## config.mk

```make
export PLATFORM = sky130hd
export DESIGN_NAME = dsp16_periph
export DESIGN_NICKNAME = d
export VERILOG_FILES = /design/src/hdl/dsp16_pkg.sv /design/src/hdl/dsp16_periph.sv /design/src/hdl/dsp16_pio.sv /design/src/hdl/dsp16_sio_shift.sv /design/src/hdl/dsp16_sio_timer.sv /design/src/hdl/dsp16_sio_fsm.sv /design/src/hdl/dsp16_regs.sv
export SDC_FILE = /design/constraint.sdc
export NUM_CORES = 1
export LEC_CHECK = 0
export ABC_AREA = 1
export BUFFER_PORTS_ARGS = -buffer_cell sky130_fd_sc_hd__buf_4
export CORE_ASPECT_RATIO = 1.25
export CORE_MARGIN = 1
export CORE_UTILIZATION = 30
export CTS_BUF_LIST = sky130_fd_sc_hd__clkbuf_16
export CTS_CLUSTER_DIAMETER = 150
export DETAILED_ROUTE_END_ITERATION = 16
export PLACE_DENSITY_LB_ADDON = 0.05
export SYNTH_ARGS = -nofsm -noshare
export SYNTH_HDL_FRONTEND = slang
export SYNTH_SLANG_ARGS = --single-unit
export TNS_END_PERCENT = 20
```

## constraint.sdc

```tcl
create_clock -name clk -period 2.1 [get_ports clk]
set_input_delay 0.315 -clock clk [delete_from_list [all_inputs] [get_ports clk]]
set_output_delay 0.315 -clock clk [all_outputs]
set_load 0.01 [all_outputs]
```

## src/hdl/dsp16_pkg.sv

```systemverilog
//##########################################################################
// Shared widths, register codes and timing tables for the DSP16 peripherals
// Imported by every RTL module of the serial and parallel ports
//##########################################################################

package dsp16_pkg;

    // Data path widths
    localparam int DATA_W    = 16;
    localparam int BIT_CNT_W = 4;
    localparam int SIOC_W    = 3;

    // Cycles a parallel strobe stays low
    localparam int PIO_STROBE = 4;

    typedef logic [DATA_W-1:0] word_t;
    typedef logic [2:0]        reg_sel_t;

    // Register codes on the CPU bus
    localparam reg_sel_t REG_SDX  = 3'd0;
    localparam reg_sel_t REG_SIOC = 3'd1;
    localparam reg_sel_t REG_SIOS = 3'd2;
    localparam reg_sel_t REG_PDX  = 3'd3;

    // Wide enough to hold the largest half-period
    typedef logic [4:0] ock_half_t;

    // Half-period of ock in clk cycles, indexed by SIOC[1:0]
    localparam ock_half_t OCK_HALF [4] = '{
        5'd2,
        5'd4,
        5'd8,
        5'd16
    };

endpackage
```

## src/hdl/dsp16_periph.sv

```systemverilog
//##########################################################################
// DSP16 peripheral top level: register decoder, serial output and PIO
//##########################################################################

`timescale 1ns/10ps

module dsp16_periph import dsp16_pkg::*; (
    input  logic     clk,
    input  logic     rst_n,
    // CPU register bus
    input  logic     wr,
    input  logic     rd,
    input  reg_sel_t reg_sel,
    input  word_t    wr_data,
    output word_t    rd_data,
    output logic     rd_valid,
    // Serial output
    output logic     sdo,
    output logic     ock,
    output logic     old,
    output logic     ose,
    output logic     obe,
    output word_t    ser_out,
    // Parallel port
    input  word_t    pbus_in,
    output word_t    pbus_out,
    output logic     pods_n,
    output logic     pids_n
);

    logic       sdx_wr;
    logic       pdx_wr;
    logic       pdx_rd;
    logic [1:0] sioc_rate;
    logic       sioc_msb;
    logic       pio_busy;
    logic       pio_done;
    word_t      pdx_in;

    // Serial control between FSM, timer and shifter
    logic       load_shift;
    logic       load_buf;
    logic       shift_run;
    logic       timer_start;
    logic       bit_edge;
    logic       last_bit;

    dsp16_regs u_regs (
        .clk       ( clk       ),
        .rst_n     ( rst_n     ),
        .wr        ( wr        ),
        .rd        ( rd        ),
        .reg_sel   ( reg_sel   ),
        .wr_data   ( wr_data   ),
        .rd_data   ( rd_data   ),
        .rd_valid  ( rd_valid  ),
        .ose       ( ose       ),
        .obe       ( obe       ),
        .pio_busy  ( pio_busy  ),
        .pio_done  ( pio_done  ),
        .pdx_in    ( pdx_in    ),
        .sdx_wr    ( sdx_wr    ),
        .pdx_wr    ( pdx_wr    ),
        .pdx_rd    ( pdx_rd    ),
        .sioc_rate ( sioc_rate ),
        .sioc_msb  ( sioc_msb  )
    );

    dsp16_sio_fsm u_sio_fsm (
        .clk         ( clk         ),
        .rst_n       ( rst_n       ),
        .sdx_wr      ( sdx_wr      ),
        .bit_edge    ( bit_edge    ),
        .last_bit    ( last_bit    ),
        .old         ( old         ),
        .ose         ( ose         ),
        .obe         ( obe         ),
        .load_shift  ( load_shift  ),
        .load_buf    ( load_buf    ),
        .shift_run   ( shift_run   ),
        .timer_start ( timer_start )
    );

    dsp16_sio_timer u_sio_timer (
        .clk         ( clk         ),
        .rst_n       ( rst_n       ),
        .timer_start ( timer_start ),
        .shift_run   ( shift_run   ),
        .sioc_rate   ( sioc_rate   ),
        .ock         ( ock         ),
        .bit_edge    ( bit_edge    ),
        .last_bit    ( last_bit    )
    );

    dsp16_sio_shift u_sio_shift (
        .clk        ( clk        ),
        .rst_n      ( rst_n      ),
        .load_shift ( load_shift ),
        .load_buf   ( load_buf   ),
        .bit_edge   ( bit_edge   ),
        .last_bit   ( last_bit   ),
        .sioc_msb   ( sioc_msb   ),
        .wr_data    ( wr_data    ),
        .sdo        ( sdo        ),
        .ser_out    ( ser_out    )
    );

    dsp16_pio u_pio (
        .clk      ( clk      ),
        .rst_n    ( rst_n    ),
        .pdx_wr   ( pdx_wr   ),
        .pdx_rd   ( pdx_rd   ),
        .wr_data  ( wr_data  ),
        .pbus_in  ( pbus_in  ),
        .pbus_out ( pbus_out ),
        .pdx_in   ( pdx_in   ),
        .pods_n   ( pods_n   ),
        .pids_n   ( pids_n   ),
        .pio_busy ( pio_busy ),
        .pio_done ( pio_done )
    );

endmodule

```

## src/hdl/dsp16_pio.sv

```systemverilog
//##########################################################################
// Parallel I/O port: output register, strobe timing and input capture
// One strobe counter is shared by the write and the read direction
//##########################################################################

`timescale 1ns/10ps

module dsp16_pio import dsp16_pkg::*; (
    input  logic  clk,
    input  logic  rst_n,
    input  logic  pdx_wr,
    input  logic  pdx_rd,
    input  word_t wr_data,
    input  word_t pbus_in,
    output word_t pbus_out,
    output word_t pdx_in,
    output logic  pods_n,
    output logic  pids_n,
    output logic  pio_busy,
    output logic  pio_done
);

    logic [$clog2(PIO_STROBE)-1:0] strobe_cnt;
    logic                          strobe_last;

    assign pio_busy    = !pods_n || !pids_n;
    assign strobe_last = pio_busy && (int'(strobe_cnt) == PIO_STROBE - 1);

    always_ff @(posedge clk) begin
        if (!rst_n) begin
            pbus_out   <= '0;
            pods_n     <= 1'b1;
            pids_n     <= 1'b1;
            strobe_cnt <= '0;
            pio_done   <= 1'b0;
        end else begin
            pio_done <= !pids_n && strobe_last;
            if (pdx_wr) begin
                pbus_out   <= wr_data;
                pods_n     <= 1'b0;
                strobe_cnt <= '0;
            end else if (pdx_rd) begin
                pids_n     <= 1'b0;
                strobe_cnt <= '0;
            end else if (strobe_last) begin
                pods_n <= 1'b1;
                pids_n <= 1'b1;
            end else if (pio_busy) begin
                strobe_cnt <= strobe_cnt + 1'b1;
            end
        end
    end

    // Sample the input bus in the final low cycle of pids_n
    always_ff @(posedge clk) begin
        if (!pids_n && strobe_last) begin
            pdx_in <= pbus_in;
        end
    end

endmodule

```

## src/hdl/dsp16_sio_shift.sv

```systemverilog
//##########################################################################
// Serial output data path: buffer word, shift register and ser_out copy
//##########################################################################

`timescale 1ns/10ps

module dsp16_sio_shift import dsp16_pkg::*; (
    input  logic  clk,
    input  logic  rst_n,
    input  logic  load_shift,
    input  logic  load_buf,
    input  logic  bit_edge,
    input  logic  last_bit,
    input  logic  sioc_msb,
    input  word_t wr_data,
    output logic  sdo,
    output word_t ser_out
);

    word_t buf_q;
    word_t word_q;
    word_t shift_q;
    word_t load_word;
    logic  msb_q;

    // Bypass the buffer when the write starts a word directly
    assign load_word = load_buf ? wr_data : buf_q;
    assign sdo       = msb_q ? shift_q[DATA_W-1] : shift_q[0];

    always_ff @(posedge clk) begin
        if (load_buf) begin
            buf_q <= wr_data;
        end
        if (load_shift) begin
            word_q <= load_word;
        end
    end

    always_ff @(posedge clk) begin
        if (!rst_n) begin
            shift_q <= '0;
            msb_q   <= 1'b0;
            ser_out <= '0;
        end else begin
            if (load_shift) begin
                shift_q <= load_word;
                msb_q   <= sioc_msb;
            end else if (bit_edge) begin
                shift_q <= msb_q ? {shift_q[DATA_W-2:0], 1'b0} : {1'b0, shift_q[DATA_W-1:1]};
            end
            if (bit_edge && last_bit) begin
                ser_out <= word_q;
            end
        end
    end

endmodule

```

## src/hdl/dsp16_sio_timer.sv

```systemverilog
//##########################################################################
// Bit timing for the serial output: ock generation and 16-bit count
//##########################################################################

`timescale 1ns/10ps

module dsp16_sio_timer import dsp16_pkg::*; (
    input  logic       clk,
    input  logic       rst_n,
    input  logic       timer_start,
    input  logic       shift_run,
    input  logic [1:0] sioc_rate,
    output logic       ock,
    output logic       bit_edge,
    output logic       last_bit
);

    logic [1:0]           rate_q;
    ock_half_t            half_cnt;
    logic [BIT_CNT_W-1:0] bit_cnt;
    logic                 half_end;

    assign half_end = (half_cnt == OCK_HALF[rate_q] - 1'b1);
    // End of the high phase closes a bit
    assign bit_edge = shift_run && ock && half_end;
    assign last_bit = &bit_cnt;

    always_ff @(posedge clk) begin
        if (!rst_n) begin
            rate_q   <= '0;
            half_cnt <= '0;
            bit_cnt  <= '0;
            ock      <= 1'b0;
        end else if (timer_start) begin
            rate_q   <= sioc_rate;
            half_cnt <= '0;
            bit_cnt  <= '0;
            ock      <= 1'b0;
        end else if (shift_run) begin
            if (half_end) begin
                half_cnt <= '0;
                ock      <= !ock;
                if (ock) begin
                    bit_cnt <= bit_cnt + 1'b1;
                end
            end else begin
                half_cnt <= half_cnt + 1'b1;
            end
        end
    end

endmodule

```

## src/hdl/dsp16_sio_fsm.sv

```systemverilog
//##########################################################################
// Serial output control: idle/shifting state, one-word buffer and flags
// Chooses whether a data write goes to the shifter, the buffer or nowhere
//##########################################################################

`timescale 1ns/10ps

module dsp16_sio_fsm import dsp16_pkg::*; (
    input  logic clk,
    input  logic rst_n,
    input  logic sdx_wr,
    input  logic bit_edge,
    input  logic last_bit,
    output logic old,
    output logic ose,
    output logic obe,
    output logic load_shift,
    output logic load_buf,
    output logic shift_run,
    output logic timer_start
);

    logic shifting;
    logic buf_full;
    logic word_end;

    assign word_end = shifting && bit_edge && last_bit;

    // load_buf together with load_shift means wr_data goes straight to the shifter
    always_comb begin
        load_shift = 1'b0;
        load_buf   = 1'b0;
        if (!shifting) begin
            load_shift = sdx_wr;
            load_buf   = sdx_wr;
        end else if (word_end) begin
            if (buf_full) begin
                load_shift = 1'b1;
            end else if (sdx_wr) begin
                load_shift = 1'b1;
                load_buf   = 1'b1;
            end
        end else if (sdx_wr && !buf_full) begin
            load_buf = 1'b1;
        end
    end

    assign timer_start = load_shift;
    assign shift_run   = shifting;
    assign ose         = !shifting;
    assign obe         = !buf_full;

    always_ff @(posedge clk) begin
        if (!rst_n) begin
            shifting <= 1'b0;
            buf_full <= 1'b0;
            old      <= 1'b0;
        end else begin
            old <= load_shift;
            if (load_shift) begin
                shifting <= 1'b1;
            end else if (word_end) begin
                shifting <= 1'b0;
            end
            // Buffer drains only when the next word starts
            if (load_buf && !load_shift) begin
                buf_full <= 1'b1;
            end else if (word_end && buf_full) begin
                buf_full <= 1'b0;
            end
        end
    end

endmodule

```

## src/hdl/dsp16_regs.sv

```systemverilog
//##########################################################################
// CPU register decoder: write strobes, SIOC register and registered reads
//##########################################################################

`timescale 1ns/10ps

module dsp16_regs import dsp16_pkg::*; (
    input  logic       clk,
    input  logic       rst_n,
    input  logic       wr,
    input  logic       rd,
    input  reg_sel_t   reg_sel,
    input  word_t      wr_data,
    output word_t      rd_data,
    output logic       rd_valid,
    input  logic       ose,
    input  logic       obe,
    input  logic       pio_busy,
    input  logic       pio_done,
    input  word_t      pdx_in,
    output logic       sdx_wr,
    output logic       pdx_wr,
    output logic       pdx_rd,
    output logic [1:0] sioc_rate,
    output logic       sioc_msb
);

    logic [SIOC_W-1:0] sioc_q;
    logic              rd_hit;
    word_t             rd_word;

    // PDX accesses are dropped while a strobe runs
    assign sdx_wr = wr && (reg_sel == REG_SDX);
    assign pdx_wr = wr && (reg_sel == REG_PDX) && !pio_busy;
    assign pdx_rd = rd && !wr && (reg_sel == REG_PDX) && !pio_busy;

    assign sioc_rate = sioc_q[1:0];
    assign sioc_msb  = sioc_q[2];

    // Immediate reads; PDX answers later through pio_done
    always_comb begin
        rd_hit  = 1'b0;
        rd_word = '0;
        if (pio_done) begin
            rd_hit  = 1'b1;
            rd_word = pdx_in;
        end else if (rd) begin
            case (reg_sel)
                REG_SDX: rd_hit = 1'b1;
                REG_SIOC: begin
                    rd_hit  = 1'b1;
                    rd_word = {{(DATA_W - SIOC_W){1'b0}}, sioc_q};
                end
                REG_SIOS: begin
                    rd_hit  = 1'b1;
                    rd_word = {{(DATA_W - 2){1'b0}}, obe, ose};
                end
                default: rd_hit = 1'b0;
            endcase
        end
    end

    always_ff @(posedge clk) begin
        if (!rst_n) begin
            sioc_q   <= '0;
            rd_valid <= 1'b0;
        end else begin
            rd_valid <= rd_hit;
            if (wr && (reg_sel == REG_SIOC)) begin
                sioc_q <= wr_data[SIOC_W-1:0];
            end
        end
    end

    always_ff @(posedge clk) begin
        if (rd_hit) begin
            rd_data <= rd_word;
        end
    end

endmodule

```

Yosys cells after proc, flatten, opt, wreduce, memory -nomap -nowiden:

Index checks and enable logic that the tools add are counted.

* bitwise logic cells: 4
* multiplexer cells: 31
* equal/unequal tests: 6
* add/subtract/negate cells: 4
* reduce and logical (&&, ||, !) cells: 41
* magnitude comparators: 1

Operator list (number)
* 16-bit two-way mux: 6
* 1-bit two-way mux: 20
* 1-bit logical AND: 17
* 5-bit two-way mux: 3
* 5-bit binary-select mux with 2-bit select: 1
* 2-bit nonzero test: 5
* 1-bit logical NOT: 8
* 2-bit AND reduction: 4
* 3-bit by 2-bit == test with 1-bit output (second input constant): 2
* 3-bit case mux with 2 select lines: 1
* 3-bit OR reduction: 2
* 5-bit by 1-bit adder with 5-bit output (second input constant): 1
* 5-bit == test: 1
* 5-bit by 1-bit subtractor with 5-bit output (second input constant): 1
* 4-bit by 1-bit adder with 4-bit output (second input constant): 1
* 4-bit AND reduction: 1
* 3-bit by 1-bit == test with 1-bit output (second input constant): 1
* 3-bit >= comparator (second input constant): 1
* 3-bit logical NOT: 1
* 1-bit NOT: 3
* 2-bit NOT with 3-bit output: 1
* 3-bit AND reduction: 1
* 2-bit by 1-bit adder with 2-bit output (second input constant): 1
* 2-bit by 1-bit == test with 1-bit output (second input constant): 1
* 3 further kinds: 3

* register bits: 137
* logic and storage cells: 108

Logic depth before layout (Yosys ltp):

* word-level depth: 14
* mapped depth: 13

Cells and area by module:

A second synthesis with hierarchy kept.

* cell total of the unflattened synthesis: 700
* area total of the unflattened synthesis: 5778.0 µm²

By module, submodules not included
* dsp16_sio_shift: cells each 366, times used 1, seq. area each 1461.4 µm², area each 2775.2 µm²
* dsp16_pio: cells each 113, times used 1, seq. area each 900.9 µm², area each 1262.5 µm²
* dsp16_regs: cells each 95, times used 1, seq. area each 560.5 µm², area each 898.4 µm²
* dsp16_sio_timer: cells each 105, times used 1, seq. area each 240.2 µm², area each 694.4 µm²
* dsp16_sio_fsm: cells each 21, times used 1, seq. area each 60.1 µm², area each 147.6 µm²

Worst setup path before layout:

No wires, ideal clock.

* path kind: flip-flop to flip-flop
* start: reg u_sio_timer.bit_cnt[0]
* end: reg u_sio_shift.word_q[0], enable pin
* clock period less this slack: 1.815 ns
* path buffers: 1
* setup slack: 0.285 ns
* cell stages (with the launch flop): 9
* arrival time: 1.496 ns
* path through: dfxtp_1 ha_1 inv_1 nor2_2 nand4_4 nand2_4 nand2_4 buf_6 clkinv_2

* cells in the longest elaborated chain, start to end: 4

RTL lines
* start: declaration: line dsp16_sio_timer.sv:20 `logic [BIT_CNT_W-1:0] bit_cnt;`
* start signal: assignment: line dsp16_sio_timer.sv:44 `bit_cnt <= bit_cnt + 1'b1;`
* 4-bit AND reduction: line dsp16_sio_timer.sv:26 `assign last_bit = &bit_cnt;`
* 1-bit logical AND: line dsp16_sio_fsm.sv:27 `assign word_end = shifting && bit_edge && last_bit;`
* 1-bit two-way mux: line dsp16_sio_fsm.sv:36 `end else if (word_end) begin`
* 1-bit two-way mux: line dsp16_sio_fsm.sv:33 `if (!shifting) begin`
* via load_shift: line dsp16_periph.sv:41 `logic load_shift;`
* end signal: assignment: line dsp16_sio_shift.sv:35 `word_q <= load_word;`
* end: declaration: line dsp16_sio_shift.sv:21 `word_t word_q;`

The timed path passes the listed nets, and every way through them passes these cells.
A chain may end at the register's enable or synchronous reset.

Final worst setup path:

* start: reg u_sio_fsm.shifting, in the netlist u_sio_fsm.shift_run
* end: reg u_sio_shift.shift_q[0]

* cells in the longest elaborated chain, start to end: 8

RTL lines
* start: declaration: line dsp16_sio_fsm.sv:23 `logic shifting;`
* start signal: assignment: line dsp16_sio_fsm.sv:55 `shifting <= 1'b0;`
* start signal: assignment: line dsp16_sio_fsm.sv:61 `shifting <= 1'b1;`
* start signal: assignment: line dsp16_sio_fsm.sv:63 `shifting <= 1'b0;`
* 1-bit logical AND (2 in series): line dsp16_sio_timer.sv:25 `assign bit_edge = shift_run && ock && half_end;`
* 1-bit logical AND (2 in series): line dsp16_sio_fsm.sv:27
* 1-bit two-way mux: line dsp16_sio_fsm.sv:36
* 1-bit two-way mux *: line dsp16_sio_fsm.sv:33
* 16-bit two-way mux *
* via u_sio_shift.load_word[0]: line dsp16_sio_shift.sv:23 `word_t load_word;`
* 16-bit two-way mux *: line dsp16_sio_shift.sv:45 `if (load_shift) begin`
* end signal: assignment: line dsp16_sio_shift.sv:46 `shift_q <= load_word;`
* end signal: assignment: line dsp16_sio_shift.sv:49 `shift_q <= msb_q ? {shift_q[DATA_W-2:0], 1'b0} : {1'b0, shift_q[DATA_W-1:1]};`
* end: declaration: line dsp16_sio_shift.sv:22 `word_t shift_q;`

Mark *: on every way through the listed nets, which the timed path passes. The rest lies on a longest branch.

==> impl_metrics.ini <==
[timing]
fin_ws_ns = 0.203
slew_headroom = 0.600
tightest_slew_ns = 0.594
skew_ns = 0.00698
grt_setup_unrepaired = no
holdWs_ns = 0.0671
post-route-period-util = 0.903
report.final.slew_viol_count = 0
post-route-min-period_ns = 1.90
timing_hold_violations_final = 0
finalSetupTns_ns = 0
timing.fmax_ghz = 0.527
report.final.setup_viol = 0

[setup_path]
cp.depth = 8
cp-start-kind = register
crit_path_end_kind = register
worstSetupPathType = reg -> reg
cp_max_fo = 18
cp-endpoint = u_sio_shift.shift_q[0]
r2r_start = u_sio_fsm.shift_run
r2r_cells = 8
cp_slowest_stage_delay_ns = 0.54
crit_start = u_sio_fsm.shift_run
worst_ep_required_time_ns = 2.46
arrival_ns = 2.26
path_cells = buf_4, a21oi_4, buf_12, o21ai_0, nand3_1, nand2_1, nor2_1, nor2_1
timing.critical_path.mode_cell = nor2_1
r2r_slack_ns = 0.20
cpLargestDelayFamily = compound AO/OA/AOI/OAI gates
worst-path-buf-inv = 2
cp_slowest_cell = dfxtp_1
timing.rr.end = u_sio_shift.shift_q[0]

[route]
ant_nets = 0
vias = 4204
drt-total-wl_mm = 14.2
drcViolationCount = 0
wl_met3_microns = 619
detail_route.wl_per_cell_microns = 15.2
first_iter_violations = 245
met2_length_mm = 7.39
firstDrtPassIters = 5
met1_length_mm = 5.91
highest_layer = met4
viasPerCell = 4.49

[floorplan]
die_area_sq_mm = 0.0187
boundaryPins = 95
rows = 54
die_w_microns = 122
start_util = 0.309
die_y_microns = 152
core_area_sq_mm = 0.0176

[clock_network]
worstSkewPairLatency_ns = 0.42
cts_root_buf = clkbuf_16
post-cts-setup-buffers = 0
hold_buffers = 0
cts_sinks = 137
cts_resized = 0
cts_tree = done
clk_path_buf_depth = 2
cts.clk_slew.worst_paths_ns = 0.06
numCtsBuffers = 17
h-tree-depth = 4

[power_and_ir_drop]
ir_drop_v = 0.000515
power.internal_mw = 4.92
power_frac_seq = 0.458
p_sw_mw = 1.45
combPwrFrac = 0.060
pwr-share-clk = 0.482
power.density_mw_per_mm2 = 904
leakage_nw = 2.92
switching_share = 0.228

[logic_synthesis]
netlist_area_sq_mm = 0.00543
syn_avg_cell_area_sq_um = 9.15
synthDistinctLibCells = 33
synthCells = 594
ys.warnings.count = 0
synth_seq_cells = 137
syn_nets = 636
seq_area_frac_synth = 0.593

[cells_and_area]
area.growth.synth_to_final_pct = 29.7
post-route-util = 0.401
fillers = 1810
regArea_sq_mm = 0.00322
multi_input_area_sq_mm = 0.00188
num_antenna_cells = 0
drive_gt1_frac = 0.244
final_cell_count_no_fill = 936
fin_nets = 741

[grt]
antenna_found_initial = 0
grt_overflow_total = 0
grt_start_max_net_pins = 42
grt_usage = 0.160
grt_pass1_wl_mm = 22.4
grt_pass1_vias = 4294

[run_status]
outcome = finished clean

[run]
max_cap_violations = 0

[placed_design]
place.gp.congestion = 0.783
hpwl_mm = 9.94
port_buffers = 94
pre_cts_ws_ns = 0.234
place_inst = 904

[min_path]
hp-class = in -> reg
## cell type report
class,count,area share
Timing Repair Buffer,110,0.121
Multi-Input combinational cell,377,0.267
Clock buffer,17,0.0604
Sequential cell,137,0.457
Inverter,56,0.0300
Tap cell,224,0.0398
Clock inverter,15,0.0252
## flip-flops by register name (all words and copies together) (netlist names)
name                  flops
u_pio.pbus_out           16
u_pio.pdx_in             16
u_pio.pids_n              1
u_pio.pio_done            1
u_pio.pods_n              1
u_pio.strobe_cnt          2
u_regs.rd_data           16
u_regs.rd_valid           1
u_regs.sioc_q             3
u_sio_fsm.buf_full        1
u_sio_fsm.old             1
u_sio_fsm.shift_run       1
u_sio_shift.buf_q        16
u_sio_shift.msb_q         1
u_sio_shift.ser_out      16
u_sio_shift.shift_q      16
u_sio_shift.word_q       16
u_sio_timer.bit_cnt       4
u_sio_timer.half_cnt      5
u_sio_timer.ock           1
u_sio_timer.rate_q        2
## worst register-to-register path, stage by stage (launching register included)
cell     delay (ns)
dfxtp_1        0.54
buf_4          0.20
a21oi_4        0.06
buf_12         0.16
o21ai_0        0.49
nand3_1        0.15
nand2_1        0.11
nor2_1         0.05
nor2_1         0.08
## placed cells by master, fill, tap and decap left out, types with 4 or more instances in the layout
cell	n
o21ai_0	44
nand2_1	139
nor2_1	58
nand3_1	49
inv_1	56
mux2_2	14
clkinv_4	4
o21ai_1	15
nor3_1	4
xor2_1	4
edfxtp_1	48
clkbuf_16	17
a21oi_1	23
buf_4	108
dfxtp_1	89
## synthesized netlist by cell type
library cell,instances,area share
o21ai_0,44,0.041
ha_1,3,0.0069
inv_2,1,0.00069
or2_2,3,0.0035
nand4_4,1,0.0039
nand2_2,2,0.0023
buf_4,2,0.0028
nand3_2,3,0.0055
clkbuf_1,13,0.0090
nand3_1,49,0.045
clkbuf_2,1,0.00092
nand2_4,2,0.0041
xor2_2,1,0.0030
dfxtp_1,89,0.33
nor2_4,2,0.0041
buf_2,6,0.0055
xor2_1,4,0.0064
o21ai_1,15,0.014
edfxtp_1,48,0.27
nor2_8,1,0.0037
nand3b_1,1,0.0014
mux2_2,14,0.029
a211oi_1,1,0.0014
inv_1,54,0.037
nor2_2,3,0.0035
nor3_1,4,0.0037
nor2_1,58,0.040
buf_6,2,0.0041
a21oi_1,23,0.021
nand4_1,3,0.0035
nand2_1,139,0.096
a21oi_4,1,0.0030
clkinv_2,1,0.00092
## logic make-up (layout without fill, tap and decap cells)
| group | Yosys count | count (layout) | synth area share |
|---|---|---|---|
| simple gates | 271 | 271 | 0.220 |
| flops | 137 | 137 | 0.593 |
| compound gates | 84 | 84 | 0.0799 |
| buf+inv | 80 | 198 | 0.0612 |
| mux | 14 | 14 | 0.0290 |
| xor+xnor | 5 | 5 | 0.00944 |
| fa+ha+maj | 3 | 3 | 0.00691 |
## power groups by stage
stage | Clock, mW | Sequential, mW | Combinational [mW]
2_1_floorplan | 0 | 2.97 | 0.197
3_3_place_gp | 0 | 2.97 | 0.388
3_5_place_dp | 0 | 2.98 | 0.392
4_1_cts | 3.15 | 2.92 | 0.394
5_1_grt | 3.26 | 2.93 | 0.427
6_report | 3.07 | 2.92 | 0.385
## how the worst min path moves through the flow
stage | to | from | slack [ns] | cells past startpoint
2_1_floorplan | u_pio.pdx_in[0] | pbus_in[0] | 0.41 | 0
3_3_place_gp | u_pio.strobe_cnt[1] | u_pio.strobe_cnt[1] | 0.45 | 2
3_5_place_dp | u_sio_shift.ser_out[12] | u_sio_shift.ser_out[12] | 0.46 | 2
4_1_cts | u_pio.pdx_in[15] | pbus_in[15] | 0.04 | 1
5_1_grt | u_pio.pdx_in[3] | pbus_in[3] | 0.04 | 1
6_report | u_pio.pdx_in[3] | pbus_in[3] | 0.07 | 1
## metrics by stage
step | instance area, sq um | power (mW)
2_1_floorplan | 5430 | 3.17
6_report | 7050 | 6.37
3_3_place_gp | 6440 | 3.36
3_5_place_dp | 6440 | 3.37
4_1_cts | 7050 | 6.46
5_1_grt | 7050 | 6.62
## routing by layer
metal	global-route usage	vias up
met5	0	-
met4	0.0674	0
met3	0.0423	25
met2	0.286	93
met1	0.176	1929
li1	-	2157
No activity file was read; power rests on OpenSTA's default activity.
